$ cat config.mk
export PLATFORM = sky130hd
export DESIGN_NAME = cpu_csr
export DESIGN_NICKNAME = d
export VERILOG_FILES = /design/src/hdl/cpu_pkg.sv /design/src/hdl/cpu_csr.sv
export SDC_FILE = /design/constraint.sdc
export NUM_CORES = 1
export LEC_CHECK = 0
export BUFFER_PORTS_ARGS = -buffer_cell sky130_fd_sc_hd__clkbuf_2
export CORE_MARGIN = 10
export CORE_UTILIZATION = 51
export DETAILED_ROUTE_END_ITERATION = 10
export PLACE_DENSITY = 0.83
export SLEW_MARGIN = 40
export SYNTH_ARGS = -nofsm -noshare
export SYNTH_HDL_FRONTEND = slang
export SYNTH_SLANG_ARGS = --single-unit
$ cat constraint.sdc
create_clock -name CLOCK_50 -period 2 [get_ports CLOCK_50]
set_input_delay 0.1 -clock CLOCK_50 [delete_from_list [all_inputs] [get_ports CLOCK_50]]
set_output_delay 0.1 -clock CLOCK_50 [all_outputs]
set_load 0.02 [all_outputs]
$ cat src/hdl/cpu_pkg.sv
`default_nettype none

package cpu_pkg;

    // Instruction layout.
    localparam int OPERATION_SIZE_BYTES = 1;
    localparam int OPERAND_SIZE_BYTES = 4;
    localparam int INSTRUCTION_SIZE_BYTES = OPERATION_SIZE_BYTES + 2 * OPERAND_SIZE_BYTES;
    localparam int OPERAND_WIDTH = 32;
    localparam int BYTE_IDX_WIDTH = $clog2(INSTRUCTION_SIZE_BYTES);

    localparam int PROGRAM_RAM_BYTES = 1024;
    localparam int RAM_ADDR_WIDTH = $clog2(PROGRAM_RAM_BYTES);

    // Interrupts.
    localparam int NUM_INTERRUPTS = 4;
    localparam int IRQ_IDX_WIDTH = $clog2(NUM_INTERRUPTS);
    localparam logic [7:0] INTERRUPT_TYPE_KEY = 8'd1;
    localparam int SCANCODE_FIFO_DEPTH = 5;
    localparam int INTERRUPT_FIFO_DEPTH = 10;

    // APB register map.
    localparam logic [15:0] CSR_CTRL_ADDR = 16'h0000;
    localparam logic [15:0] CSR_CODE_START_ADDR = 16'h0004;
    localparam logic [15:0] CSR_IRET_ADDR = 16'h0008;
    localparam logic [15:0] CSR_STATUS_ADDR = 16'h000C;
    localparam logic [15:0] CSR_IRQ_VALUE_ADDR = 16'h0010;
    localparam logic [15:0] CSR_VECTOR_BASE_ADDR = 16'h0020;
    localparam logic [15:0] CSR_RAM_BASE_ADDR = 16'h1000;

    typedef logic [OPERAND_WIDTH-1:0] operand_t;
    typedef logic [7:0] operation_t;

    typedef struct packed {
        operand_t   ip;
        operation_t operation;
        operand_t   operand1;
        operand_t   operand2;
    } instruction_t;

    typedef struct packed {
        logic [7:0] irq_type;
        operand_t   value;
    } irq_entry_t;

    typedef struct packed {
        logic       valid;
        logic [7:0] code;
    } scancode_t;

    typedef struct packed {
        logic        psel;
        logic        penable;
        logic        pwrite;
        logic [15:0] paddr;
        logic [31:0] pwdata;
    } apb_req_t;

    typedef struct packed {
        logic [31:0] prdata;
        logic        pready;
        logic        pslverr;
    } apb_rsp_t;

    typedef struct packed {
        logic     run;
        logic     irq_enable;
        operand_t code_start;
    } csr_state_t;

    typedef struct packed {
        logic     valid;
        operand_t target;
    } irq_redirect_t;

endpackage

`default_nettype wire

$ cat src/hdl/cpu_csr.sv
`timescale 1ns/1ps
`default_nettype none

module cpu_csr (
    input  logic                                                CLOCK_50,
    input  logic                                                rst_n_i,
    input  cpu_pkg::apb_req_t                                   apb_req_i,
    output cpu_pkg::apb_rsp_t                                   apb_rsp_o,
    output cpu_pkg::csr_state_t                                 csr_o,
    output logic                                                ram_wr_en_o,
    output logic [cpu_pkg::RAM_ADDR_WIDTH-1:0]                  ram_wr_addr_o,
    output logic [7:0]                                          ram_wr_data_o,
    output logic                                                iret_o,
    output cpu_pkg::operand_t [cpu_pkg::NUM_INTERRUPTS-1:0]     vector_o,
    input  logic                                                irq_running_i,
    input  cpu_pkg::operand_t                                   irq_value_i
);

    import cpu_pkg::*;

    logic        setup;
    logic        wr_ok;
    logic        in_ram;
    logic        in_vec;
    logic        bad;
    logic [31:0] rd_value;
    logic [31:0] prdata_q;
    logic        pslverr_q;

    assign setup = apb_req_i.psel & ~apb_req_i.penable;
    assign wr_ok = apb_req_i.psel & apb_req_i.penable & apb_req_i.pwrite & ~bad;
    assign in_ram = (apb_req_i.paddr[15:12] == CSR_RAM_BASE_ADDR[15:12]);
    assign in_vec = (apb_req_i.paddr[15:4] == CSR_VECTOR_BASE_ADDR[15:4]);

    // Address decode, shared by the read mux and the write enables.
    always_comb
    begin
        rd_value = '0;
        bad = 1'b0;
        if (apb_req_i.paddr[1:0] != 2'b00)
            bad = 1'b1;
        else if (in_vec)
            rd_value = vector_o[apb_req_i.paddr[IRQ_IDX_WIDTH+1:2]];
        else if (!in_ram)
        begin
            case (apb_req_i.paddr)
                CSR_CTRL_ADDR:       rd_value = {30'b0, csr_o.irq_enable, csr_o.run};
                CSR_CODE_START_ADDR: rd_value = csr_o.code_start;
                CSR_IRET_ADDR:       rd_value = '0;
                CSR_STATUS_ADDR:
                begin
                    rd_value = {31'b0, irq_running_i};
                    bad = apb_req_i.pwrite;
                end
                CSR_IRQ_VALUE_ADDR:
                begin
                    rd_value = irq_value_i;
                    bad = apb_req_i.pwrite;
                end
                default:             bad = 1'b1;
            endcase
        end
    end

    assign ram_wr_en_o = wr_ok & in_ram;
    assign ram_wr_addr_o = apb_req_i.paddr[RAM_ADDR_WIDTH+1:2];
    assign ram_wr_data_o = apb_req_i.pwdata[7:0];
    assign iret_o = wr_ok & (apb_req_i.paddr == CSR_IRET_ADDR);
    assign apb_rsp_o = '{prdata: prdata_q, pready: 1'b1, pslverr: pslverr_q};

    always_ff @(posedge CLOCK_50)
    begin
        if (!rst_n_i)
        begin
            csr_o <= '0;
            vector_o <= '0;
            prdata_q <= '0;
            pslverr_q <= 1'b0;
        end
        else
        begin
            // Response is prepared in the setup phase.
            if (setup)
            begin
                prdata_q <= (bad || apb_req_i.pwrite) ? '0 : rd_value;
                pslverr_q <= bad;
            end
            if (wr_ok && in_vec)
                vector_o[apb_req_i.paddr[IRQ_IDX_WIDTH+1:2]] <= apb_req_i.pwdata;
            if (wr_ok && apb_req_i.paddr == CSR_CTRL_ADDR)
            begin
                csr_o.run <= apb_req_i.pwdata[0];
                csr_o.irq_enable <= apb_req_i.pwdata[1];
            end
            if (wr_ok && apb_req_i.paddr == CSR_CODE_START_ADDR)
                csr_o.code_start <= apb_req_i.pwdata;
        end
    end

endmodule

`default_nettype wire

# Word-level counts from Yosys, hierarchy flattened
# Cells that the tools add are included.
# Widths: inputs -> output; s select.
# classes
magnitude_cmp	2
n_eq_ne	6
muxes	14
n_bitwise	8
reduce_logical	9
# ops
op	n
$mux 32	6
$bwmux 128	1
$pmux 32 s4	1
$bmux 32 s2	1
$demux 32 s2	1
$eq 16x4->1 const B	2
$eq 16x3->1 const B	1
$eq 16x5->1 const B	1
$logic_not 16->1	1
$eq 12x2->1 const B	1
$and 1x1->1	6
$eq 4x1->1 const B	1
$logic_and 1x1->1	4
$lt 2x3->1 const B	1
$mux 1	3
$reduce_or 3->1	1
$ge 2x1->1 const B	1
$not 1->1	2
$pmux 1 s2	1
$reduce_bool 2->1	1
$reduce_or 2->1	1
$logic_or 1x1->1	1
# word_totals
regBits	195
word_cells	48

# Longest topological paths before layout
# Gate-level depths: netlist of the first run.
# logic_depth
depth_word	9
depth_mapped	8

# Least setup slack after synthesis of the first run
# Ideal clock, no wire load.
# synth_timing
path_type	input to output
start	input apb_req_i[42] (netlist name)
end	output iret_o
arrival_ps	1575
required_time_ps	1900
path_slack_ps	325
path_stages	4
n_path_buf	1
cell_sequence	nor4_4 nand4_2 clkbuf_1 nor4_1
# synth_via
elab_chain_len	9
# synth_lines
element	line_no	source
from (decl)	cpu_csr.sv:7	input cpu_pkg::apb_req_t apb_req_i,
$eq 16x4->1, or another cell as far along	cpu_csr.sv:46, cpu_csr.sv:68	
$reduce_or 3->1 (no line) / $reduce_or 2->1 (equally long branches)	n/a	
$pmux 1 s2	cpu_csr.sv:46	case (apb_req_i.paddr)
$mux 1	cpu_csr.sv:44	else if (!in_ram)
$mux 1	cpu_csr.sv:42	else if (in_vec)
$mux 1	cpu_csr.sv:40	if (apb_req_i.paddr[1:0] != 2'b00)
$not 1->1	cpu_csr.sv:31	assign wr_ok = apb_req_i.psel & apb_req_i.penable & apb_req_i.pwrite & ~bad;
$and 1x1->1	cpu_csr.sv:31	
$and 1x1->1 (*)	cpu_csr.sv:68	assign iret_o = wr_ok & (apb_req_i.paddr == CSR_IRET_ADDR);
to (decl)	cpu_csr.sv:13	output logic iret_o,
# Mark *: on every way between the ends. The rest lies on a longest branch, timed or not.

# Final worst setup path of the first run
# Same ends and word-level chain as after synthesis.

==> run_summary.xml, run 1 <==
<?xml version="1.0" encoding="UTF-8"?>
<metrics>
  <group name="setup_path">
    <metric name="crit_chain" unit="">clkbuf_2 &gt; nor4_4 &gt; buf_4 &gt; nand4_2 &gt; nor4_1 &gt; clkbuf_2</metric>
    <metric name="worst_path_most_repeated_cell" unit="">sky130_fd_sc_hd__clkbuf_2</metric>
    <metric name="cp_num_buf_inv" unit="">3</metric>
    <metric name="depth_of_the_worst_register_to_register_path" unit="">3</metric>
    <metric name="worstSetupPathType" unit="">in2out</metric>
    <metric name="cp_launch_type" unit="">input pin</metric>
    <metric name="setup.worst_path.start" unit="">apb_req_i[42]</metric>
    <metric name="timing.rr.start" unit="">vector_o[96]$_SDFFE_PN0P_</metric>
    <metric name="cell_family_with_the_largest_share_of_critical_path_delay" unit="">simple AND/OR/NAND/NOR gates</metric>
    <metric name="timing.critical_path.depth" unit="">6</metric>
    <metric name="worst_path_largest_cell_delay" unit="ns">0.53</metric>
    <metric name="rrSetupSlack" unit="ns">0.49</metric>
    <metric name="r2r-end" unit="">prdata_q[0]$_SDFFE_PN0P_</metric>
    <metric name="worstSetupEndpoint" unit="">iret_o</metric>
    <metric name="required" unit="ns">1.90</metric>
    <metric name="cp.arrival" unit="ns">1.67</metric>
    <metric name="crit_fanout" unit="">5</metric>
    <metric name="critical_path.slowest_cell" unit="">sky130_fd_sc_hd__nor4_1</metric>
    <metric name="cp-end-kind" unit="">primary output</metric>
  </group>
  <group name="sta">
    <metric name="grt_setup_unrepaired" unit="">false</metric>
    <metric name="period_minus_slack" unit="ns">1.77</metric>
    <metric name="worst_clock_skew" unit="ns">0.00826</metric>
    <metric name="max-slew-margin-rel" unit="">0.596</metric>
    <metric name="tightestPinTransition" unit="ns">0.605</metric>
    <metric name="finalHoldViolations" unit="">0</metric>
    <metric name="max_frequency" unit="MHz">565</metric>
    <metric name="slew_violations" unit="">0</metric>
    <metric name="setup_viol_count_final" unit="">0</metric>
    <metric name="final_min_period_over_clock_period" unit="">0.885</metric>
  </group>
  <group name="route">
    <metric name="post_detailed_route_wirelength_per_cell" unit="microns">21.4</metric>
    <metric name="drt_first_pass_iters" unit="">8</metric>
    <metric name="drt_wl_total" unit="microns">33300</metric>
    <metric name="num_vias" unit="">8920</metric>
    <metric name="final_antenna_net_count" unit="">0</metric>
    <metric name="via_count_normalized_by_instance_count" unit="">5.73</metric>
    <metric name="drtIter0Drc" unit="">890</metric>
    <metric name="drt_drc_violations_left" unit="">0</metric>
  </group>
  <group name="clocking">
    <metric name="cts-root-buf" unit="">sky130_fd_sc_hd__clkbuf_16</metric>
    <metric name="clk-insertion-delay-late" unit="ns">0.43</metric>
    <metric name="ctsLongestPathBuffers" unit="">2</metric>
    <metric name="numCtsBuffers" unit="">17</metric>
    <metric name="clkSinkCount" unit="">195</metric>
    <metric name="cts.reportedPaths.clkPinSlew" unit="ns">0.07</metric>
    <metric name="cts-htree-levels" unit="">4</metric>
    <metric name="cts_tree" unit="">yes</metric>
  </group>
  <group name="layout">
    <metric name="layout.nets" unit="">1403</metric>
    <metric name="layout-drive-gt1-share" unit="">0.313</metric>
    <metric name="area_delta_synth_final" unit="%">28.3</metric>
    <metric name="stdcell_count" unit="">1556</metric>
  </group>
  <group name="logic_synthesis">
    <metric name="yosys_register_bits" unit="">195</metric>
    <metric name="proportion_of_synthesized_flip_flops_having_asynchronous_set_or_reset" unit="">0</metric>
    <metric name="ys_dominant_reg_cell" unit="">sky130_fd_sc_hd__dfxtp_1</metric>
    <metric name="synth_cell_type_count" unit="">44</metric>
    <metric name="avgSynthCellArea" unit="sq um">8.59</metric>
    <metric name="synth-seq-area-share" unit="">0.437</metric>
    <metric name="synth-edff-count" unit="">0</metric>
    <metric name="synth.cell_area" unit="sq mm">0.00893</metric>
    <metric name="syn-instance-count" unit="">1040</metric>
    <metric name="synth.net_count" unit="">1126</metric>
    <metric name="ys_warnings" unit="">0</metric>
  </group>
  <group name="floorplanning">
    <metric name="core-area" unit="sq mm">0.0172</metric>
    <metric name="placement_rows" unit="">48</metric>
    <metric name="die_height" unit="microns">152</metric>
    <metric name="top_level_port_count" unit="">302</metric>
    <metric name="design.die.area" unit="sq mm">0.0232</metric>
    <metric name="die_w" unit="microns">152</metric>
    <metric name="floorplan.initialDensity" unit="">0.518</metric>
  </group>
  <group name="hold_path">
    <metric name="hold_class" unit="">in2reg</metric>
  </group>
  <group name="placed_design">
    <metric name="numPortBuffers" unit="">300</metric>
    <metric name="dp.cells" unit="">1498</metric>
    <metric name="gp_routability_congestion" unit="">0.941</metric>
    <metric name="place.detailed.hpwl" unit="microns">24100</metric>
  </group>
  <group name="power">
    <metric name="clock_power_share" unit="">0.443</metric>
    <metric name="comb_power_share" unit="">0.065</metric>
    <metric name="power_report.internal_total" unit="mW">5.98</metric>
    <metric name="power_frac_seq" unit="">0.492</metric>
    <metric name="total_power" unit="mW">7.89</metric>
    <metric name="power.density_cell_area" unit="mW/mm^2">688</metric>
    <metric name="power_switching" unit="mW">1.91</metric>
    <metric name="cellLeakagePower" unit="nW">4.55</metric>
    <metric name="sw_frac_of_total" unit="">0.242</metric>
    <metric name="ir_worst_vdd" unit="mV">0.576</metric>
  </group>
  <group name="flow_run">
    <metric name="max-cap-violations" unit="">0</metric>
  </group>
  <group name="grt">
    <metric name="use_met1" unit="">0.354</metric>
    <metric name="globalRouteTotalUtil" unit="">0.274</metric>
    <metric name="global_route.usage.met3" unit="">0.0644</metric>
    <metric name="grt_busiest_layer" unit="">met2</metric>
    <metric name="globalRouteMet2Util" unit="">0.432</metric>
    <metric name="antenna_violations_before_repair" unit="">1</metric>
    <metric name="overflow" unit="">0</metric>
    <metric name="grt_first_pass_wirelength" unit="microns">51200</metric>
    <metric name="grt_pass1_vias" unit="">8763</metric>
    <metric name="largest_net_degree_at_the_start_of_global_routing" unit="">164</metric>
  </group>
  <group name="outcome">
    <metric name="status" unit="">finished, final reports clean</metric>
  </group>
</metrics>
==> state kept, by name (all words and copies together), names as in the netlist <==
name,cells
prdata_q,32
vector_o,128
csr_o,34
pslverr_q,1
==> worst reg2reg max path, delay by kind of cell, from the launching register on <==
| family | cells | cell delay, ns |
|---|---|---|
| flops | 1 | 0.34 |
| compound gates | 2 | 0.52 |
| mux | 1 | 0.55 |
==> logic make-up (layout without fill, tap and decap cells) <==
kind of cell | count (synthesis) | in the layout | share of synthesized area
AO/OA/AOI/OAI | 264 | 264 | 0.209
flip-flops | 195 | 195 | 0.437
multiplexers | 35 | 35 | 0.0840
other | 1 | 2 | 0.000420
buffers and inverters | 107 | 397 | 0.0623
AND/OR/NAND/NOR | 438 | 438 | 0.208
==> metal layers <==
| layer | vias to the layer above | part of all wire |
|---|---|---|
| met5 | - | 0 |
| met4 | 0 | 0.038 |
| met3 | 83 | 0.091 |
| met2 | 531 | 0.46 |
| met1 | 4221 | 0.41 |
| li1 | 4085 | - |
==> cell usage in the layout, fill, tap and decap left out, types with 2 or more instances in the layout <==
cell | Yosys | layout
sky130_fd_sc_hd__nor2_1 | 20 | 20
sky130_fd_sc_hd__a21boi_1 | 50 | 50
sky130_fd_sc_hd__a21oi_1 | 17 | 17
sky130_fd_sc_hd__nor3_1 | 2 | 2
sky130_fd_sc_hd__a22oi_1 | 15 | 15
sky130_fd_sc_hd__mux4_2 | 32 | 32
sky130_fd_sc_hd__clkbuf_2 | 0 | 299
sky130_fd_sc_hd__nor2b_1 | 6 | 5
sky130_fd_sc_hd__inv_8 | 0 | 2
sky130_fd_sc_hd__clkbuf_16 | 0 | 17
sky130_fd_sc_hd__and4_1 | 2 | 2
sky130_fd_sc_hd__mux2i_1 | 3 | 3
sky130_fd_sc_hd__clkinvlp_4 | 0 | 4
sky130_fd_sc_hd__a21boi_0 | 110 | 110
sky130_fd_sc_hd__nand4_2 | 2 | 2
sky130_fd_sc_hd__nand2_1 | 369 | 369
sky130_fd_sc_hd__dfxtp_1 | 195 | 195
sky130_fd_sc_hd__or4_1 | 3 | 3
sky130_fd_sc_hd__dlygate4sd3_1 | 0 | 25
sky130_fd_sc_hd__o21ai_0 | 31 | 31
sky130_fd_sc_hd__inv_6 | 0 | 5
sky130_fd_sc_hd__nor4_4 | 3 | 3
sky130_fd_sc_hd__nor3_4 | 1 | 4
sky130_fd_sc_hd__o21ai_1 | 15 | 15
sky130_fd_sc_hd__a22o_1 | 16 | 16
sky130_fd_sc_hd__a31oi_1 | 3 | 3
sky130_fd_sc_hd__inv_1 | 2 | 2
sky130_fd_sc_hd__bufinv_16 | 0 | 2
sky130_fd_sc_hd__buf_12 | 0 | 11
sky130_fd_sc_hd__buf_4 | 22 | 27
sky130_fd_sc_hd__or3_1 | 19 | 19
==> synth_stat cells (2+ instances only) <==
master / instances / area (sq um)
sky130_fd_sc_hd__a21boi_0: 110 / 826
sky130_fd_sc_hd__a21boi_1: 50 / 375
sky130_fd_sc_hd__a21oi_1: 17 / 85.1
sky130_fd_sc_hd__a22o_1: 16 / 140
sky130_fd_sc_hd__a22oi_1: 15 / 113
sky130_fd_sc_hd__a31oi_1: 3 / 18.8
sky130_fd_sc_hd__and4_1: 2 / 17.5
sky130_fd_sc_hd__buf_1: 2 / 7.51
sky130_fd_sc_hd__buf_2: 34 / 170
sky130_fd_sc_hd__buf_4: 22 / 165
sky130_fd_sc_hd__buf_6: 4 / 45.0
sky130_fd_sc_hd__clkbuf_1: 42 / 158
sky130_fd_sc_hd__dfxtp_1: 195 / 3900
sky130_fd_sc_hd__inv_1: 2 / 7.51
sky130_fd_sc_hd__mux2i_1: 3 / 30.0
sky130_fd_sc_hd__mux4_2: 32 / 721
sky130_fd_sc_hd__nand2_1: 369 / 1390
sky130_fd_sc_hd__nand4_2: 2 / 25.0
sky130_fd_sc_hd__nor2_1: 20 / 75.1
sky130_fd_sc_hd__nor2b_1: 6 / 37.5
sky130_fd_sc_hd__nor3_1: 2 / 10.0
sky130_fd_sc_hd__nor3_2: 4 / 40.0
sky130_fd_sc_hd__nor4_4: 3 / 63.8
sky130_fd_sc_hd__o21ai_0: 31 / 155
sky130_fd_sc_hd__o21ai_1: 15 / 75.1
sky130_fd_sc_hd__or3_1: 19 / 119
sky130_fd_sc_hd__or4_1: 3 / 22.5
==> what timing repair did <==
action                                  CTS  global route
hold buffers                             25             0
endpoints found under the hold margin   100             0
gates resized for setup                   0             0
endpoints found under the setup margin    0             0
setup buffers                             0             0
==> per-stage QoR <==
step	util	instance area [sq um]	setup TNS, ns	setup WS, ns	hold slack (ns)
finish	0.665	11500	0	0.230	0.0261
global route	0.665	11500	0	0.151	0.000275
global placement	0.616	10600	-0.0146	-0.0146	0.393
detailed placement	0.616	10600	0	0.000931	0.396
CTS	0.665	11500	0	0.193	0.00595
floorplan	-	8930	0	0.325	0.239
==> power by group through the flow <==
stage	Clock [mW]	Combinational [mW]	Sequential (mW)
2_1_floorplan	0	0.250	3.97
3_3_place_gp	0	0.458	3.97
3_5_place_dp	0	0.460	3.97
4_1_cts	3.52	0.503	3.88
5_1_grt	3.69	0.539	3.88
6_report	3.49	0.512	3.88
==> cell type report <==
cell class / count / area [sq um]
fillers: 1346 / 5770
multi-input cells: 738 / 4500
flip-flops and latches: 195 / 3900
repair buffers: 362 / 2170
clock buffers: 17 / 425
well taps: 225 / 282
clock inverters: 15 / 170
inverters: 3 / 11.3
diodes: 1 / 2.50
==> worst min-delay path by stage <==
| stage | from | to | slack (ns) | cells past startpoint |
|---|---|---|---|---|
| 5_1_grt | apb_req_i[4] | vector_o[100]$_SDFFE_PN0P_ | 0.0003 | 3 |
| 4_1_cts | apb_req_i[4] | vector_o[4]$_SDFFE_PN0P_ | 0.006 | 3 |
| 2_1_floorplan | apb_req_i[12] | csr_o[12]$_SDFFE_PN0P_ | 0.24 | 2 |
| 3_3_place_gp | apb_req_i[19] | vector_o[19]$_SDFFE_PN0P_ | 0.39 | 3 |
| 3_5_place_dp | apb_req_i[16] | csr_o[16]$_SDFFE_PN0P_ | 0.40 | 3 |
| 6_report | apb_req_i[4] | vector_o[100]$_SDFFE_PN0P_ | 0.03 | 3 |
Power figures use the tool's default switching activity.
==> run 2: changes to the inputs <==
--- a/config.mk
+++ b/config.mk
@@ -5,11 +5,12 @@
 export SDC_FILE = /design/constraint.sdc
 export NUM_CORES = 1
 export LEC_CHECK = 0
+export ABC_AREA = 1
 export BUFFER_PORTS_ARGS = -buffer_cell sky130_fd_sc_hd__clkbuf_2
 export CORE_MARGIN = 10
 export CORE_UTILIZATION = 51
 export DETAILED_ROUTE_END_ITERATION = 10
-export PLACE_DENSITY = 0.83
+export PLACE_DENSITY = 0.82
 export SLEW_MARGIN = 40
 export SYNTH_ARGS = -nofsm -noshare
 export SYNTH_HDL_FRONTEND = slang
==> run_summary.xml, run 2 <==
<?xml version="1.0" encoding="UTF-8"?>
<metrics>
  <group name="clocking">
    <metric name="cts-htree-levels" unit="">4</metric>
    <metric name="cts_tree" unit="">yes</metric>
    <metric name="numCtsBuffers" unit="">17</metric>
    <metric name="ctsResizeCount" unit="">0</metric>
    <metric name="clk-insertion-delay-late" unit="ns">0.44</metric>
    <metric name="cts_setup_buffers" unit="">0</metric>
    <metric name="clkSinkCount" unit="">195</metric>
    <metric name="cts.reportedPaths.clkPinSlew" unit="ns">0.07</metric>
    <metric name="cts-root-buf" unit="">sky130_fd_sc_hd__clkbuf_16</metric>
    <metric name="ctsLongestPathBuffers" unit="">2</metric>
  </group>
  <group name="logic_synthesis">
    <metric name="synth-seq-area-share" unit="">0.427</metric>
    <metric name="top_count_cell_post_synth" unit="">sky130_fd_sc_hd__nor2_1</metric>
    <metric name="yosysTopAreaCell" unit="">sky130_fd_sc_hd__dfxtp_1</metric>
    <metric name="ys_dominant_reg_cell" unit="">sky130_fd_sc_hd__dfxtp_1</metric>
    <metric name="ys_warnings" unit="">0</metric>
    <metric name="syn-instance-count" unit="">1355</metric>
    <metric name="synth.cell_area" unit="sq mm">0.00914</metric>
    <metric name="netlist_top_cells_count" unit="">sky130_fd_sc_hd__nor2_1, sky130_fd_sc_hd__nand2_1, sky130_fd_sc_hd__dfxtp_1</metric>
    <metric name="proportion_of_synthesized_flip_flops_having_asynchronous_set_or_reset" unit="">0</metric>
    <metric name="yosys_register_bits" unit="">195</metric>
    <metric name="synthTopCellsByArea" unit="">sky130_fd_sc_hd__dfxtp_1, sky130_fd_sc_hd__nor2_1, sky130_fd_sc_hd__nand3_1</metric>
    <metric name="synth.net_count" unit="">1441</metric>
    <metric name="synth_top_area_frac" unit="">0.427</metric>
    <metric name="avgSynthCellArea" unit="sq um">6.75</metric>
    <metric name="synth-edff-count" unit="">0</metric>
    <metric name="synth_cell_type_count" unit="">32</metric>
  </group>
  <group name="setup_path">
    <metric name="cp-end-kind" unit="">primary output</metric>
    <metric name="timing.rr.start" unit="">vector_o[55]$_SDFFE_PN0P_</metric>
    <metric name="r2r-end" unit="">prdata_q[23]$_SDFFE_PN0P_</metric>
    <metric name="cp.arrival" unit="ns">1.57</metric>
    <metric name="crit_fanout" unit="">5</metric>
    <metric name="rrSetupSlack" unit="ns">0.60</metric>
    <metric name="depth_of_the_worst_register_to_register_path" unit="">6</metric>
    <metric name="worst_path_largest_cell_delay" unit="ns">0.21</metric>
    <metric name="worst_path_most_repeated_cell" unit="">sky130_fd_sc_hd__nand2_1</metric>
    <metric name="crit_chain" unit="">clkbuf_2 &gt; nor2_1 &gt; nand2_1 &gt; nor2_1 &gt; nand2_1 &gt; nand2_1 &gt; nand2_1 &gt; nand3_2 &gt; nand3_4 &gt; nor4_1 &gt; clkbuf_2</metric>
    <metric name="cp_launch_type" unit="">input pin</metric>
    <metric name="worstSetupPathType" unit="">in2out</metric>
    <metric name="critical_path.slowest_cell" unit="">sky130_fd_sc_hd__nor2_1</metric>
    <metric name="cp_num_buf_inv" unit="">2</metric>
    <metric name="required" unit="ns">1.90</metric>
    <metric name="cell_family_with_the_largest_share_of_critical_path_delay" unit="">simple AND/OR/NAND/NOR gates</metric>
  </group>
  <group name="power">
    <metric name="cellLeakagePower" unit="nW">5.54</metric>
    <metric name="power.density_cell_area" unit="mW/mm^2">722</metric>
    <metric name="clock_power_share" unit="">0.456</metric>
    <metric name="sw_frac_of_total" unit="">0.244</metric>
    <metric name="comb_power_share" unit="">0.085</metric>
    <metric name="power_switching" unit="mW">2.08</metric>
    <metric name="power_report.internal_total" unit="mW">6.42</metric>
    <metric name="power_frac_seq" unit="">0.459</metric>
    <metric name="ir_worst_vdd" unit="mV">0.600</metric>
    <metric name="total_power" unit="mW">8.50</metric>
  </group>
  <group name="floorplanning">
    <metric name="design.die.area" unit="sq mm">0.0237</metric>
    <metric name="die_w" unit="microns">154</metric>
    <metric name="floorplan.initialDensity" unit="">0.525</metric>
    <metric name="top_level_port_count" unit="">302</metric>
    <metric name="die_height" unit="microns">154</metric>
    <metric name="core-area" unit="sq mm">0.0174</metric>
    <metric name="placement_rows" unit="">48</metric>
  </group>
  <group name="flow_run">
    <metric name="max-cap-violations" unit="">0</metric>
  </group>
  <group name="sta">
    <metric name="tightestPinTransition" unit="ns">0.642</metric>
    <metric name="fin_setup_tns" unit="ns">0</metric>
    <metric name="max-slew-margin-rel" unit="">0.571</metric>
    <metric name="max_frequency" unit="MHz">599</metric>
    <metric name="final_min_period_over_clock_period" unit="">0.835</metric>
    <metric name="final.hold.worst_slack" unit="ns">0.0140</metric>
    <metric name="finalHoldViolations" unit="">0</metric>
    <metric name="period_minus_slack" unit="ns">1.67</metric>
    <metric name="slew_violations" unit="">0</metric>
    <metric name="setup_viol_count_final" unit="">0</metric>
    <metric name="worst_clock_skew" unit="ns">0.0129</metric>
    <metric name="post_layout_worst_setup_margin" unit="ns">0.331</metric>
    <metric name="grt_setup_unrepaired" unit="">false</metric>
  </group>
  <group name="layout">
    <metric name="largest_register_ffs" unit="">128</metric>
    <metric name="num_antenna_cells" unit="">0</metric>
    <metric name="final.fill_count" unit="">1576</metric>
    <metric name="final_core_utilization" unit="">0.676</metric>
    <metric name="reg_top3" unit="">vector_o x128, csr_o x34, prdata_q x32</metric>
    <metric name="postLayoutCellArea" unit="sq mm">0.0118</metric>
    <metric name="layout.nets" unit="">1721</metric>
    <metric name="layout-drive-gt1-share" unit="">0.242</metric>
    <metric name="layout_common_cells" unit="">sky130_fd_sc_hd__nor2_1, sky130_fd_sc_hd__clkbuf_2, sky130_fd_sc_hd__nand2_1</metric>
    <metric name="final-seq-area" unit="sq mm">0.00390</metric>
    <metric name="multi_input_comb_area" unit="sq mm">0.00438</metric>
    <metric name="stdcell_count" unit="">1873</metric>
    <metric name="area_delta_synth_final" unit="%">28.7</metric>
    <metric name="final_common_cell" unit="">sky130_fd_sc_hd__nor2_1</metric>
    <metric name="top_register" unit="">vector_o</metric>
  </group>
  <group name="placed_design">
    <metric name="numPortBuffers" unit="">300</metric>
    <metric name="place.detailed.hpwl" unit="microns">26600</metric>
    <metric name="gp_routability_congestion" unit="">1.01</metric>
    <metric name="placedInstanceArea" unit="sq mm">0.0108</metric>
    <metric name="dpl_worst_slack" unit="ns">-0.0421</metric>
    <metric name="dp.cells" unit="">1813</metric>
  </group>
  <group name="hold_path">
    <metric name="worstHoldEndpoint" unit="">csr_o[31]$_SDFFE_PN0P_</metric>
    <metric name="hold_depth" unit="">3</metric>
    <metric name="hold_path_startpoint" unit="">apb_req_i[31]</metric>
    <metric name="hold_class" unit="">in2reg</metric>
  </group>
  <group name="route">
    <metric name="final_antenna_net_count" unit="">0</metric>
    <metric name="num_vias" unit="">10500</metric>
    <metric name="post_detailed_route_wirelength_per_cell" unit="microns">20.1</metric>
    <metric name="drtIter0Drc" unit="">1038</metric>
    <metric name="drt_wl_total" unit="microns">37600</metric>
    <metric name="drt_first_pass_iters" unit="">5</metric>
    <metric name="via_count_normalized_by_instance_count" unit="">5.62</metric>
    <metric name="drt_drc_violations_left" unit="">0</metric>
  </group>
  <group name="grt">
    <metric name="grt_pass1_vias" unit="">9697</metric>
    <metric name="overflow" unit="">0</metric>
    <metric name="antenna_violations_before_repair" unit="">0</metric>
    <metric name="globalRouteTotalUtil" unit="">0.301</metric>
    <metric name="largest_net_degree_at_the_start_of_global_routing" unit="">90</metric>
    <metric name="grt_first_pass_wirelength" unit="microns">56900</metric>
  </group>
  <group name="outcome">
    <metric name="status" unit="">finished, final reports clean</metric>
  </group>
</metrics>
## run 2: changes by cell type after synthesis, sizes merged, moves of 26 or more
cell    before  now
a21boi     160    0
inv          3   55
mux4        32    0
nand2      369  243
nand3        1  184
nor2        21  377
o21ai       46   72
o22ai        0   60
## run 2: layout make-up
cell class,instances,area share
Multi-Input combinational cell,987,0.372
Timing Repair Buffer,378,0.197
Clock buffer,19,0.0376
Inverter,56,0.0179
Sequential cell,195,0.332
Tap cell,225,0.0239
Clock inverter,13,0.0189
## run 2: tightest hold or removal path, stage by stage
cell and delay [ns]:
sky130_fd_sc_hd__clkbuf_2 0.12, sky130_fd_sc_hd__nor2_1 0.11, sky130_fd_sc_hd__nor2_1 0.06
## run 2: what timing repair did
action,4_1_cts,5_1_grt
setup endpoints to repair,0,0
hold buffers,28,0
endpoints found under the hold margin,29,0
## run 2: power by group through the flow
stage / clock [mW] / sequential [mW] / combinational (mW)
floorplan: 0 / 4.01 / 0.371
global placement: 0 / 3.99 / 0.647
detailed placement: 0 / 3.99 / 0.652
CTS: 3.88 / 3.90 / 0.699
global route: 4.03 / 3.90 / 0.766
finish: 3.87 / 3.90 / 0.720
## run 2: kinds of logic (layout without fill, tap and decap cells)
family	after synthesis	count (layout)	share of synthesized area
simple gates	816	816	0.373
other cells	1	1	0.000410
compound gates	170	170	0.106
flops	195	195	0.427
buf+inv	173	466	0.0941
## run 2: layer usage
metal  vias up  share of wire  track usage
met5         -              0            0
met4         0          0.047        0.149
met3       109           0.13       0.0996
met2       674           0.44        0.449
met1      4799           0.39        0.381
li1       4937              -            -
## run 2: how the worst max path moves through the flow
stage | slack [ns] | endpoint | from | cells past startpoint
after floorplan | 0.26 | ram_wr_en_o | apb_req_i[34] | 11
after global placement | 0.07 | prdata_q[11]$_SDFFE_PN0P_ | apb_req_i[39] | 14
after detailed placement | -0.04 | prdata_q[20]$_SDFFE_PN0P_ | apb_req_i[39] | 14
after CTS | 0.33 | ram_wr_en_o | apb_req_i[39] | 11
after global routing | 0.15 | ram_wr_en_o | apb_req_i[39] | 11
final | 0.33 | ram_wr_en_o | apb_req_i[39] | 11
